==> src/logic/mac_defs.svh <==
`ifndef MAC_DEFS_SVH
`define MAC_DEFS_SVH

// Sample and bias width
`define MAC_DATA_W      8
`define MAC_PROD_W      16
// Accumulator and adder width
`define MAC_ACC_W       28
// Bias word and packed output word
`define MAC_WORD_W      32
`define MAC_LANES       4

`define MAC_MUL_STAGES  8   // Multiplier latency in cycles
`define MAC_FRAC_SHIFT  6   // Bias alignment and requantize shift

// 32 words of four biases, 128 channels
`define MAC_BIAS_WORDS  32

`endif

==> src/logic/mac_pkg.sv <==
`default_nettype none

`include "mac_defs.svh"

package mac_pkg;

  typedef logic signed [`MAC_DATA_W-1:0] data_t;   // Sample or bias
  typedef logic signed [`MAC_PROD_W-1:0] prod_t;
  typedef logic signed [`MAC_ACC_W-1:0]  acc_t;    // Running channel sum

  // Upper bits pick the bias word, lower bits the lane
  typedef logic [$clog2(`MAC_BIAS_WORDS)+$clog2(`MAC_LANES)-1:0] chan_t;

  // Bias word, written whole and read one lane at a time
  // Lane 0 sits in the top byte and belongs to the lowest channel
  typedef union packed {
    logic [`MAC_WORD_W-1:0]   word;
    data_t [0:`MAC_LANES-1]   lane;
  } bias_word_u;

endpackage

`default_nettype wire

==> src/logic/cla_adder.sv <==
`timescale 1ns/1ns
`default_nettype none

module cla_adder #(
  parameter int width = 28   // Multiple of 4
) (
  input  wire [width-1:0]  a,
  input  wire [width-1:0]  b,
  output logic [width-1:0] sum
);

  localparam int groups = width / 4;

  logic [width-1:0]  p;        // Bit propagate
  logic [width-1:0]  g;        // Bit generate
  logic [width-1:0]  c;        // Carry into each bit
  logic [groups-1:0] gp;
  logic [groups-1:0] gg;
  logic [groups-1:0] gc;       // Carry into each group

  assign p = a ^ b;
  assign g = a & b;
  assign gc[0] = 1'b0;

  for (genvar gi = 0; gi < groups; gi++) begin : grp
    localparam int lsb = 4 * gi;

    // Carries inside the group straight from the group carry-in
    assign c[lsb]   = gc[gi];
    assign c[lsb+1] = g[lsb] | (p[lsb] & gc[gi]);
    assign c[lsb+2] = g[lsb+1] | (p[lsb+1] & g[lsb]) | (&p[lsb+1:lsb] & gc[gi]);
    assign c[lsb+3] = g[lsb+2] | (p[lsb+2] & g[lsb+1]) | (&p[lsb+2:lsb+1] & g[lsb])
                    | (&p[lsb+2:lsb] & gc[gi]);

    assign gp[gi] = &p[lsb+3:lsb];
    assign gg[gi] = g[lsb+3] | (p[lsb+3] & g[lsb+2]) | (&p[lsb+3:lsb+2] & g[lsb+1])
                  | (&p[lsb+3:lsb+1] & g[lsb]);

    // Lookahead into the next group
    if (gi < groups - 1) begin : nxt
      assign gc[gi+1] = gg[gi] | (gp[gi] & gc[gi]);
    end
  end

  assign sum = p ^ c;

endmodule

`default_nettype wire

==> src/logic/shift_add_mul.sv <==
`timescale 1ns/1ns
`default_nettype none

`include "mac_defs.svh"

module shift_add_mul (
  input  wire                  clk,
  input  wire                  rstn,
  input  wire                  sample_valid,
  input  wire mac_pkg::data_t  feat,
  input  wire mac_pkg::data_t  weight,
  input  wire                  first,
  input  wire                  last,
  output mac_pkg::prod_t       prod,
  output logic                 prod_valid,
  output logic                 prod_first,
  output logic                 prod_last
);

  localparam int n = `MAC_MUL_STAGES;

  mac_pkg::data_t feat_q, weight_q;              // Input register
  logic [7:0]  a_mag, b_mag;
  logic [7:0]  pp_q [8];                         // Stage 1 partial products
  logic [5:0]  lsb2_q [4];
  logic [2:0]  hi2a_q [4];
  logic [3:0]  hi2b_q [4];
  logic [4:0]  msb3 [4];
  logic [9:0]  sum3_q [4];
  logic [7:0]  lsb4_q [2];
  logic [2:0]  hi4a_q [2];
  logic [4:0]  hi4b_q [2];
  logic [4:0]  msb5 [2];
  logic [11:0] sum5_q [2];
  logic [9:0]  lsb6_q;
  logic [2:0]  hi6a_q;
  logic [6:0]  hi6b_q;
  logic [6:0]  msb7;
  logic [15:0] mag_q;
  logic [n-2:0] sign_q;                          // Stages 1 to 7
  logic [n:0]  vld_q, first_q, last_q;

  assign a_mag = feat_q[7] ? 8'(-feat_q) : feat_q;
  assign b_mag = weight_q[7] ? 8'(-weight_q) : weight_q;

  for (genvar j = 0; j < 4; j++) begin : hi3
    assign msb3[j] = hi2a_q[j] + hi2b_q[j] + lsb2_q[j][5];
  end
  for (genvar k = 0; k < 2; k++) begin : hi5
    assign msb5[k] = hi4a_q[k] + hi4b_q[k] + lsb4_q[k][7];
  end
  assign msb7 = hi6a_q + hi6b_q + lsb6_q[9];

  //////////////////////////////////////////////////
  // Datapath, always advancing
  //////////////////////////////////////////////////
  always_ff @(posedge clk) begin
    feat_q   <= feat;
    weight_q <= weight;
    for (int i = 0; i < 8; i++) begin
      pp_q[i] <= b_mag[i] ? a_mag : 8'h00;
    end
    sign_q <= {sign_q[n-3:0], feat_q[7] ^ weight_q[7]};
    // Pairs, low half first
    for (int j = 0; j < 4; j++) begin
      lsb2_q[j] <= pp_q[2*j][4:0] + {pp_q[2*j+1][3:0], 1'b0};
      hi2a_q[j] <= pp_q[2*j][7:5];
      hi2b_q[j] <= pp_q[2*j+1][7:4];
      sum3_q[j] <= {msb3[j], lsb2_q[j][4:0]};
    end
    // Quads, shift by two
    for (int k = 0; k < 2; k++) begin
      lsb4_q[k] <= sum3_q[2*k][6:0] + {sum3_q[2*k+1][4:0], 2'b00};
      hi4a_q[k] <= sum3_q[2*k][9:7];
      hi4b_q[k] <= sum3_q[2*k+1][9:5];
      sum5_q[k] <= {msb5[k], lsb4_q[k][6:0]};
    end
    // Final pair, shift by four
    lsb6_q <= sum5_q[0][8:0] + {sum5_q[1][4:0], 4'b0000};
    hi6a_q <= sum5_q[0][11:9];
    hi6b_q <= sum5_q[1][11:5];
    mag_q  <= {msb7, lsb6_q[8:0]};
    prod   <= sign_q[n-2] ? -$signed(mag_q) : $signed(mag_q);   // Restore sign
  end

  // Flags ride along with the data
  always_ff @(posedge clk) begin
    if (!rstn) begin
      vld_q   <= '0;
      first_q <= '0;
      last_q  <= '0;
    end else begin
      vld_q   <= {vld_q[n-1:0], sample_valid};
      first_q <= {first_q[n-1:0], sample_valid & first};
      last_q  <= {last_q[n-1:0], sample_valid & last};
    end
  end

  assign prod_valid = vld_q[n];
  assign prod_first = first_q[n];
  assign prod_last  = last_q[n];

endmodule

`default_nettype wire

==> src/logic/bias_bank.sv <==
`timescale 1ns/1ns
`default_nettype none

`include "mac_defs.svh"

module bias_bank (
  input  wire                                 clk,
  input  wire                                 rstn,
  input  wire                                 bias_we,
  input  wire [$clog2(`MAC_BIAS_WORDS)-1:0]   bias_waddr,
  input  wire mac_pkg::bias_word_u            bias_wdata,
  input  wire                                 layer_start,
  input  wire                                 sample_valid,
  input  wire                                 last,
  output mac_pkg::data_t                      bias
);

  localparam int lane_bits = $clog2(`MAC_LANES);
  localparam int chan_bits = $bits(mac_pkg::chan_t);

  mac_pkg::bias_word_u mem [`MAC_BIAS_WORDS];
  mac_pkg::chan_t      chan;                        // Channel of the next last tap
  mac_pkg::data_t      bias_sel;
  mac_pkg::data_t      bias_dly [`MAC_MUL_STAGES];

  always_ff @(posedge clk) begin
    if (bias_we) begin
      mem[bias_waddr] <= bias_wdata;
    end
  end

  always_ff @(posedge clk) begin
    if (!rstn) begin
      chan <= '0;
    end else if (layer_start) begin
      chan <= '0;
    end else if (sample_valid && last) begin
      chan <= chan + 1'b1;
    end
  end

  //////////////////////////////////////////////////
  // Lane select and delay to the product
  //////////////////////////////////////////////////
  always_ff @(posedge clk) begin
    if (sample_valid && last) begin
      bias_sel <= mem[chan[chan_bits-1:lane_bits]].lane[chan[lane_bits-1:0]];
    end
    bias_dly[0] <= bias_sel;
    for (int i = 1; i < `MAC_MUL_STAGES; i++) begin
      bias_dly[i] <= bias_dly[i-1];
    end
  end

  assign bias = bias_dly[`MAC_MUL_STAGES-1];   // Lines up with prod_last

endmodule

`default_nettype wire

==> src/logic/acc_quant.sv <==
`timescale 1ns/1ns
`default_nettype none

`include "mac_defs.svh"

module acc_quant (
  input  wire                     clk,
  input  wire                     rstn,
  input  wire                     lane_clear,
  input  wire mac_pkg::prod_t     prod,
  input  wire                     prod_valid,
  input  wire                     prod_first,
  input  wire                     prod_last,
  input  wire mac_pkg::data_t     bias,
  output logic                    out_valid,
  output logic [`MAC_WORD_W-1:0]  out_word
);

  localparam int lane_bits = $clog2(`MAC_LANES);
  localparam int sext_prod = `MAC_ACC_W - `MAC_PROD_W;
  localparam int sext_bias = `MAC_ACC_W - `MAC_DATA_W - `MAC_FRAC_SHIFT;
  localparam int sat_lsb   = `MAC_FRAC_SHIFT + `MAC_DATA_W - 1;   // Lowest overflow bit

  mac_pkg::acc_t acc_q;
  mac_pkg::acc_t acc_base;
  mac_pkg::acc_t prod_ext;
  mac_pkg::acc_t acc_next;
  mac_pkg::acc_t bias_ext;
  mac_pkg::acc_t biased;
  logic [`MAC_DATA_W-1:0]                q_byte;
  logic [lane_bits-1:0]                  lane;
  logic [(`MAC_LANES-1)*`MAC_DATA_W-1:0] pack_q;   // Lanes waiting for the top one

  assign prod_ext = {{sext_prod{prod[`MAC_PROD_W-1]}}, prod};
  assign acc_base = prod_first ? '0 : acc_q;        // First tap restarts the sum

  cla_adder #(.width(`MAC_ACC_W)) sum_add (
    .a   (prod_ext),
    .b   (acc_base),
    .sum (acc_next)
  );

  assign bias_ext = {{sext_bias{bias[`MAC_DATA_W-1]}}, bias, {`MAC_FRAC_SHIFT{1'b0}}};

  cla_adder #(.width(`MAC_ACC_W)) bias_add (
    .a   (acc_next),
    .b   (bias_ext),
    .sum (biased)
  );

  // Clamp to 0..127
  always_comb begin
    if (biased[`MAC_ACC_W-1]) begin
      q_byte = '0;
    end else if (|biased[`MAC_ACC_W-2:sat_lsb]) begin
      q_byte = {1'b0, {(`MAC_DATA_W-1){1'b1}}};
    end else begin
      q_byte = {1'b0, biased[sat_lsb-1:`MAC_FRAC_SHIFT]};
    end
  end

  always_ff @(posedge clk) begin
    if (prod_valid) begin
      acc_q <= acc_next;
    end
    if (prod_valid && prod_last) begin
      if (lane == lane_bits'(`MAC_LANES - 1)) begin
        out_word <= {q_byte, pack_q};                 // Channel 0 ends up in the low byte
      end else begin
        pack_q[lane*`MAC_DATA_W +: `MAC_DATA_W] <= q_byte;
      end
    end
  end

  always_ff @(posedge clk) begin
    if (!rstn) begin
      lane      <= '0;
      out_valid <= 1'b0;
    end else begin
      out_valid <= 1'b0;
      if (lane_clear) begin
        lane <= '0;
      end else if (prod_valid && prod_last) begin
        lane      <= lane + 1'b1;
        out_valid <= (lane == lane_bits'(`MAC_LANES - 1));
      end
    end
  end

endmodule

`default_nettype wire

==> src/logic/conv_mac.sv <==
`timescale 1ns/1ns
`default_nettype none

`include "mac_defs.svh"

module conv_mac (
  input  wire                                 clk,
  input  wire                                 rstn,
  input  wire                                 sample_valid,
  input  wire mac_pkg::data_t                 feat,
  input  wire mac_pkg::data_t                 weight,
  input  wire                                 first,
  input  wire                                 last,
  input  wire                                 layer_start,
  input  wire                                 bias_we,
  input  wire [$clog2(`MAC_BIAS_WORDS)-1:0]   bias_waddr,
  input  wire mac_pkg::bias_word_u            bias_wdata,
  output logic                                out_valid,
  output logic [`MAC_WORD_W-1:0]              out_word
);

  wire mac_pkg::prod_t prod;
  wire                 prod_valid;
  wire                 prod_first;
  wire                 prod_last;
  wire mac_pkg::data_t bias;     // Already aligned to prod_last

  shift_add_mul mul_i (
    .clk          (clk),
    .rstn         (rstn),
    .sample_valid (sample_valid),
    .feat         (feat),
    .weight       (weight),
    .first        (first),
    .last         (last),
    .prod         (prod),
    .prod_valid   (prod_valid),
    .prod_first   (prod_first),
    .prod_last    (prod_last)
  );

  bias_bank bias_i (
    .clk          (clk),
    .rstn         (rstn),
    .bias_we      (bias_we),
    .bias_waddr   (bias_waddr),
    .bias_wdata   (bias_wdata),
    .layer_start  (layer_start),
    .sample_valid (sample_valid),
    .last         (last),
    .bias         (bias)
  );

  acc_quant acc_i (
    .clk          (clk),
    .rstn         (rstn),
    .lane_clear   (layer_start),
    .prod         (prod),
    .prod_valid   (prod_valid),
    .prod_first   (prod_first),
    .prod_last    (prod_last),
    .bias         (bias),
    .out_valid    (out_valid),
    .out_word     (out_word)
  );

endmodule

`default_nettype wire

==> config.mk <==
export PLATFORM = sky130hd
export DESIGN_NAME = conv_mac
export DESIGN_NICKNAME = d
export VERILOG_FILES = /design/src/logic/mac_pkg.sv /design/src/logic/cla_adder.sv /design/src/logic/shift_add_mul.sv /design/src/logic/bias_bank.sv /design/src/logic/acc_quant.sv /design/src/logic/conv_mac.sv
export VERILOG_INCLUDE_DIRS = /design/src /design/src/logic
export SDC_FILE = /design/constraint.sdc
export NUM_CORES = 1
export LEC_CHECK = 0
export ABC_AREA = 1
export BUFFER_PORTS_ARGS = -buffer_cell sky130_fd_sc_hd__buf_2
export CAP_MARGIN = 20
export CORE_MARGIN = 4
export CORE_UTILIZATION = 56
export DETAILED_ROUTE_END_ITERATION = 12
export PLACE_DENSITY = 0.75
export SYNTH_ARGS = -nofsm -noshare
export SYNTH_HDL_FRONTEND = slang
export SYNTH_SLANG_ARGS = --single-unit
==> constraint.sdc <==
create_clock -name clk -period 4.8 [get_ports clk]
set_input_delay 0 -clock clk [delete_from_list [all_inputs] [get_ports clk]]
set_output_delay 0 -clock clk [all_outputs]
set_load 0.005 [all_outputs]
# Word level (Yosys, flattened, before mapping)
# Memory sizes are Yosys's and may differ from the RTL's. A register that Yosys moved wholly into a read port is not among the register bits.
# Cells that the tools add are included.
# word_totals
out_inout_bits	33
memories	11
mem_bits_ro	0
word_cells	422
latch_bits	0
mem_bits_rw	1300
reg_bits	204
# op_classes
n_reduce_logical	79
addsub	27
bitwise_logic	261
n_mul	0
n_eq_ne	1
muxes	22
div	0
shift	2
n_lt_le_gt_ge	1
# memory_table
name	depth	word_bits	rd	rd_ports_with_merged_regs	wr	line	rtl
bias_i.mem	32	32	1	1	1	bias_bank.sv:21	mac_pkg::bias_word_u mem [`MAC_BIAS_WORDS];
bias_i.bias_dly	8	8	8	0	8	bias_bank.sv:24	mac_pkg::data_t bias_dly [`MAC_MUL_STAGES];
mul_i.pp_q	8	8	8	0	8	shift_add_mul.sv:24	logic [7:0] pp_q [8];
mul_i.sum3_q	4	10	4	0	4	shift_add_mul.sv:29	logic [9:0] sum3_q [4];
mul_i.lsb2_q	4	6	4	0	4	shift_add_mul.sv:25	logic [5:0] lsb2_q [4];
mul_i.sum5_q	2	12	2	0	2	shift_add_mul.sv:34	logic [11:0] sum5_q [2];
+5 memories	n/a	n/a	n/a	n/a	n/a	n/a	
# op_table
operator	count
$and 1x1->1	126
$or 1x1->1	124
$xor 28x28->28	4
$mux 8	13
$reduce_and 2->1	40
$reduce_and 3->1	24
$and 27x27->27	2
$reduce_and 4->1	10
$neg 5->34	1
$shift 8x34->24 const A	1
$shiftx 8x34->24	1
$add 5x1->5	6
$mux 28	1
$add 5x5->6	4
$bwmux 24	1
$add 3x4->5	4
$add 7x7->8	2
$bmux 8 s2	1
$mux 16	1
$neg 16->16	1
$neg 8->8	2
$reduce_or 14->1	1
$add 3x5->5	2
$add 9x9->10	1
other kinds (15)	20

# Depth between registers and ports, before layout
# depth
ltp_word	42
ltp_mapped	38

# By module
# Synthesis repeated with hierarchy kept, for this count alone.
# unflattened
cells_unflattened	4965
area_unflattened_um2	58443.6
# modules_own_cells
module	area_per_inst_um2	cells_per_inst	instances
bias_bank	43414.1	3550	1
shift_add_mul	9608.0	878	1
acc_quant	3149.3	243	1
cla_adder	1136.1	147	2

# Least setup slack after synthesis
# OpenSTA, ideal clock, no wires.
# synth_timing
path_type	register to register
start	reg mul_i.first_q[8]
end	reg acc_i.pack_q[16], data pin
setup_ns	0.259
synth_period_minus_slack_ns	5.217
path_buffers	1
path_slack_ns	-0.417
arrival_time_ns	4.958
t_required_ns	4.541
stages_incl_launch_ff	38
path_cell_list	dfxtp_1 -> clkbuf_1 -> nor2_1 -> ha_1 -> nand2_1 -> nand2_1 -> nand2_1 -> nand2_2 -> nand2_2 -> nand2_4 -> nand2_2 -> nand2_2 -> nand2_1 -> nand2_1 -> inv_1 -> fa_1 -> xnor2_1 -> ha_1 -> [2 not listed] -> nor2_1 -> nor2_1 -> nor2_1 -> nand2_1 -> nand2_1 -> nand2_1 -> fa_1 -> xor2_1 -> nor2_1 -> nand4_1 -> a21oi_1 -> nand3_1 -> nor2_1 -> nand2_1 -> nor2_1 -> nand3_1 -> nand3_1 -> nor2_1
# synth_between
word_cells_on_any_way	323
# synth_rtl
item	line	rtl
from (decl)	shift_add_mul.sv:41	logic [n:0] vld_q, first_q, last_q;
from (signal assigned)	shift_add_mul.sv:94	first_q <= {first_q[n-1:0], sample_valid & first};
$mux 28 (*)	acc_quant.sv:35	assign acc_base = prod_first ? '0 : acc_q;
$xor 28x28->28 or $and 27x27->27 (tied branches)	cla_adder.sv:21, cla_adder.sv:22	
$and 1x1->1 or $reduce_and 2->1 (tied branches)	cla_adder.sv:36	assign gg[gi] = g[lsb+3] | (p[lsb+3] & g[lsb+2]) | (&p[lsb+3:lsb+2] & g[lsb+1])
$or 1x1->1 or $and 1x1->1 (tied branches)	cla_adder.sv:36	
$or 1x1->1	cla_adder.sv:36	
$or 1x1->1	cla_adder.sv:37	| (&p[lsb+3:lsb+1] & g[lsb]);
$and 1x1->1	cla_adder.sv:41	assign gc[gi+1] = gg[gi] | (gp[gi] & gc[gi]);
$or 1x1->1	cla_adder.sv:41	
[7 not listed]	n/a	
net acc_i.acc_next[17]	acc_quant.sv:27	mac_pkg::acc_t acc_next;
[7 not listed]	n/a	
$and 1x1->1, on equally long branches	cla_adder.sv:30, cla_adder.sv:31	
$or 1x1->1, on equally long branches	cla_adder.sv:30, cla_adder.sv:31	
$xor 28x28->28 (*)	cla_adder.sv:45	assign sum = p ^ c;
$reduce_or 14->1	acc_quant.sv:55	end else if (|biased[`MAC_ACC_W-2:sat_lsb]) begin
$mux 7	acc_quant.sv:55	
$mux 8 (*)	acc_quant.sv:53	if (biased[`MAC_ACC_W-1]) begin
$shiftx 8x34->24 (*)	acc_quant.sv:70	pack_q[lane*`MAC_DATA_W +: `MAC_DATA_W] <= q_byte;
$bwmux 24 (*)	acc_quant.sv:70	
to (signal, indexed assignment)	acc_quant.sv:70	
to (decl)	acc_quant.sv:32	logic [(`MAC_LANES-1)*`MAC_DATA_W-1:0] pack_q;
# Mark *: on every way through the listed nets, which the timed path passes. The rest lies on a longest branch.
# A chain may end at the register's enable or synchronous reset.

# Worst setup path in the final report
# layout_timing
start	reg mul_i.first_q[8]
end	reg acc_i.pack_q[21], data pin
# The elaborated chain is that of the path after synthesis.

==> results by group <==
Floorplanning
  – Die Ht: 324.9 um
  – Std-Cell Rows: 115
  – IO Pins: 93
  – Initial core utilization: 56.81%
  – Die width: 324.9 um
  – Core Area: 0.09899 mm^2
  – Die area: 0.1056 mm^2

Worst setup path
  – Crit path largest cell delay: 0.45 ns
  – CP arrival: 5.51 ns
  – Max FO, Critical Path: 7
  – Critical Path RT: 5.27 ns
  – Setup Crit Path Kind: reg2reg
  – CP top delay family: simple AND/OR/NAND/NOR gates
  – Crit start category: flip-flop
  – Worst path bufs/invs: 2
  – Crit-path most repeated cell: nand2_2
  – Slowest cell on crit path: fa_2
  – Worst Setup End Kind: flip-flop

Logic synthesis
  – Ys flop type: edfxtp_1
  – Sequential-to-total area share from yosys stat: 73.21%
  – Fraction of registers with async set/reset: 0%
  – Number of synthesized flops with an enable pin: 1109
  – Synth Cell Area: 0.05624 mm^2
  – Syn. warnings: 0
  – Synth Instances: 4422
  – Syn Area/Cell: 12.72 um^2
  – Synth top cells by count: 1109 x edfxtp_1, 825 x nor2_1, 646 x o21ai_0, 393 x dfxtp_1, 256 x o22ai_1
  – Main area contributors after synthesis: edfxtp_1 59%, dfxtp_1 14%, o21ai_0 5.7%, nor2_1 5.5%, o22ai_1 2.8%
  – Top cell type's share of synthesized area: 59.22%
  – Synth unique cells: 47
  – Area leader, netlist: edfxtp_1
  – #FFs+latches synth: 1502
  – Most frequent cell after synthesis: edfxtp_1

Finish
  – NumNets Final: 4851
  – Multi-input gate area: 0.01374 mm^2
  – Reg area: 0.04119 mm^2
  – Finished Cell Area: 0.06482 mm^2
  – Area grow syn2layout: 15.27%
  – Layout cells sized above 1: 12.43%
  – Layout Utilization: 65.48%
  – Non-Filler Instances: 6069
  – FILL cells: 6988

Clock network
  – Clock Path Buffers: 3
  – Worst skew pair latency: 0.73 ns
  – CTS Buf Count: 147
  – Clk slew on worst S/H paths: 0.06 ns
  – Root buf cell: clkbuf_16
  – Clk sinks: 1502
  – CTS tree: yes
  – H-tree depth: 4

Global routing
  – Vias in the first global route: 34460
  – Initial antenna violation count: 4
  – First-pass GRT wire length: 203500 um
  – GR Overflow Total: 0
  – Overall Global Routing Usage: 25.04%
  – Largest net degree at the start of global routing: 201

STA
  – Setup tns final: -5.666 ns
  – Slew Viols, Final: 0
  – RSZ-0062 raised after global routing: true
  – F_max: 0.1985 GHz
  – Setup WS post-layout: -0.2383 ns
  – Period utilization: 105.0%
  – Min Tclk post-route: 5.038 ns
  – Final Setup Violations: 28
  – Worst-margin pin slew: 1.240 ns
  – Slew Limit Headroom: 16.28%
  – Layout Skew: 0.02886 ns
  – Endpoints failing hold: 0

Placement
  – Placed cells: 5701
  – Global placer's final weighted congestion: 0.8382
  – IO Port Bufs: 88
  – Pre-CTS setup slack: -0.4833 ns
  – DP Wirelength: 73740 um
  – Placed cell area: 0.05885 mm^2

Routing
  – Vias: 35930
  – Detailed Route Iter0 Violations: 4349
  – Residual DRC: 0
  – Vias/cell: 5.920
  – Routed wire per std cell: 22.18 um
  – DRT antenna net count: 0
  – Final wirelength: 134600 um
  – DRT Pass-1 Iters: 8

Power
  – Power Dens Cells: 443.8 mW/mm^2
  – Static Leak: 23.76 nW
  – VDD IR max: 0.3628 mV

Worst hold path
  – Hold Crit Class: in2reg

Status
  – Status: finished, violations left
  – Failing checks: negative setup slack

Run
  – Max cap viols: 0
## final cells by class
class	instances	share of cell area, %
timing repair buffer	315	3.884
tap	1287	2.484
clock inverter	73	1.176
multi-input combinational	2449	21.20
inverter	242	1.428
clock buffer	198	6.270
antenna	3	0.01158
sequential	1502	63.54
## path summary, 6_finish.rpt
| path | end | from | cells after the start | slack, ns |
|---|---|---|---|---|
| setup / recovery | acc_i.pack_q[21] | mul_i.first_q[8] | 34 | -0.24 |
| hold / removal | mul_i.first_q[0] | first | 4 | 0.07 |
| setup reg to reg | acc_i.pack_q[21] | mul_i.first_q[8] | 34 | -0.24 |
| hold reg to reg | mul_i.hi2a_q[1][1] | mul_i.pp_q[0][22] | 0 | 0.31 |
## through the flow
step	power [mW]	hold slack (ns)
after floorplan	16.37	0.02772
after global placement	17.29	0.1017
after detailed placement	17.39	0.1037
after CTS	28.87	0.02314
after global routing	29.85	0.05192
final	28.77	0.06780
## power breakdown
part,internal (mW),switching (mW)
logic,1.17,1.54
registers,14.5,0.194
clock network,6.50,4.84
total,22.2,6.57
## cell families after synthesis
| family | count (synthesis) | share of synthesized area [%] |
|---|---|---|
| simple gates | 1163 | 8.179 |
| fa+ha+maj | 134 | 3.435 |
| compound gates | 1070 | 10.71 |
| flops | 1502 | 73.21 |
| buf+inv | 474 | 3.248 |
| other cells | 1 | 0.006668 |
| xor+xnor | 78 | 1.215 |
## placed cells by master, fill, tap and decap left out, types with 34 or more instances in the layout
master / count
nand3_1: 57
dlygate4sd3_1: 71
ha_1: 98
o21ai_0: 644
o221ai_1: 45
clkbuf_16: 151
a21oi_1: 52
xor2_1: 48
dfxtp_1: 387
nor2_1: 785
buf_2: 88
o22ai_1: 256
edfxtp_1: 1109
nor2_4: 34
buf_4: 139
inv_1: 229
clkbuf_1: 34
nand2_1: 200
## per-layer routing
metal,GRT usage [%],vias to the layer above,wire (um)
met3,5.594,361,14320
met1,34.58,17320,53180
li1,-,16300,-
met2,39.51,1948,62480
met5,0,-,0
met4,9.138,0,4639
## timing repair
action | 4_1_cts | 5_1_grt
gates resized for setup | 51 | 16
endpoints found under the setup margin | 28 | 28
hold endpoints to repair | 1082 | 0
pin swaps | 33 | 22
setup buffers | 18 | 5
hold buffers | 71 | 0
## state kept, by name (all words and copies together), names as in the netlist, 8 cells and up, named ones only
signal,cells
mul_i.first_q,9
mul_i.pp_q,64
mul_i.prod,16
mul_i.lsb4_q,16
mul_i.weight_q,8
bias_i.bias_dly,64
acc_i.pack_q,21
bias_i.bias_sel,8
mul_i.feat_q,8
mul_i.sum5_q,24
bias_i.mem,1024
mul_i.vld_q,9
mul_i.last_q,9
mul_i.hi2b_q,16
acc_i.out_word,28
mul_i.hi2a_q,12
mul_i.lsb2_q,24
mul_i.lsb6_q,10
mul_i.mag_q,16
mul_i.hi4b_q,10
mul_i.sum3_q,40
acc_i.acc_q,28
## worst register-to-register path: cells and delay by family, from the launching register on
| kind | cells | cell delay [ns] |
|---|---|---|
| and+or+nand+nor | 25 | 2.39 |
| adders and majority gates | 4 | 1.40 |
| AOI/OAI and AO/OA | 2 | 0.28 |
| buffers and inverters | 2 | 0.18 |
| xor gates and xnor gates | 1 | 0.15 |
| DFF | 1 | 0.39 |
No activity file was read; power rests on OpenSTA's default activity.
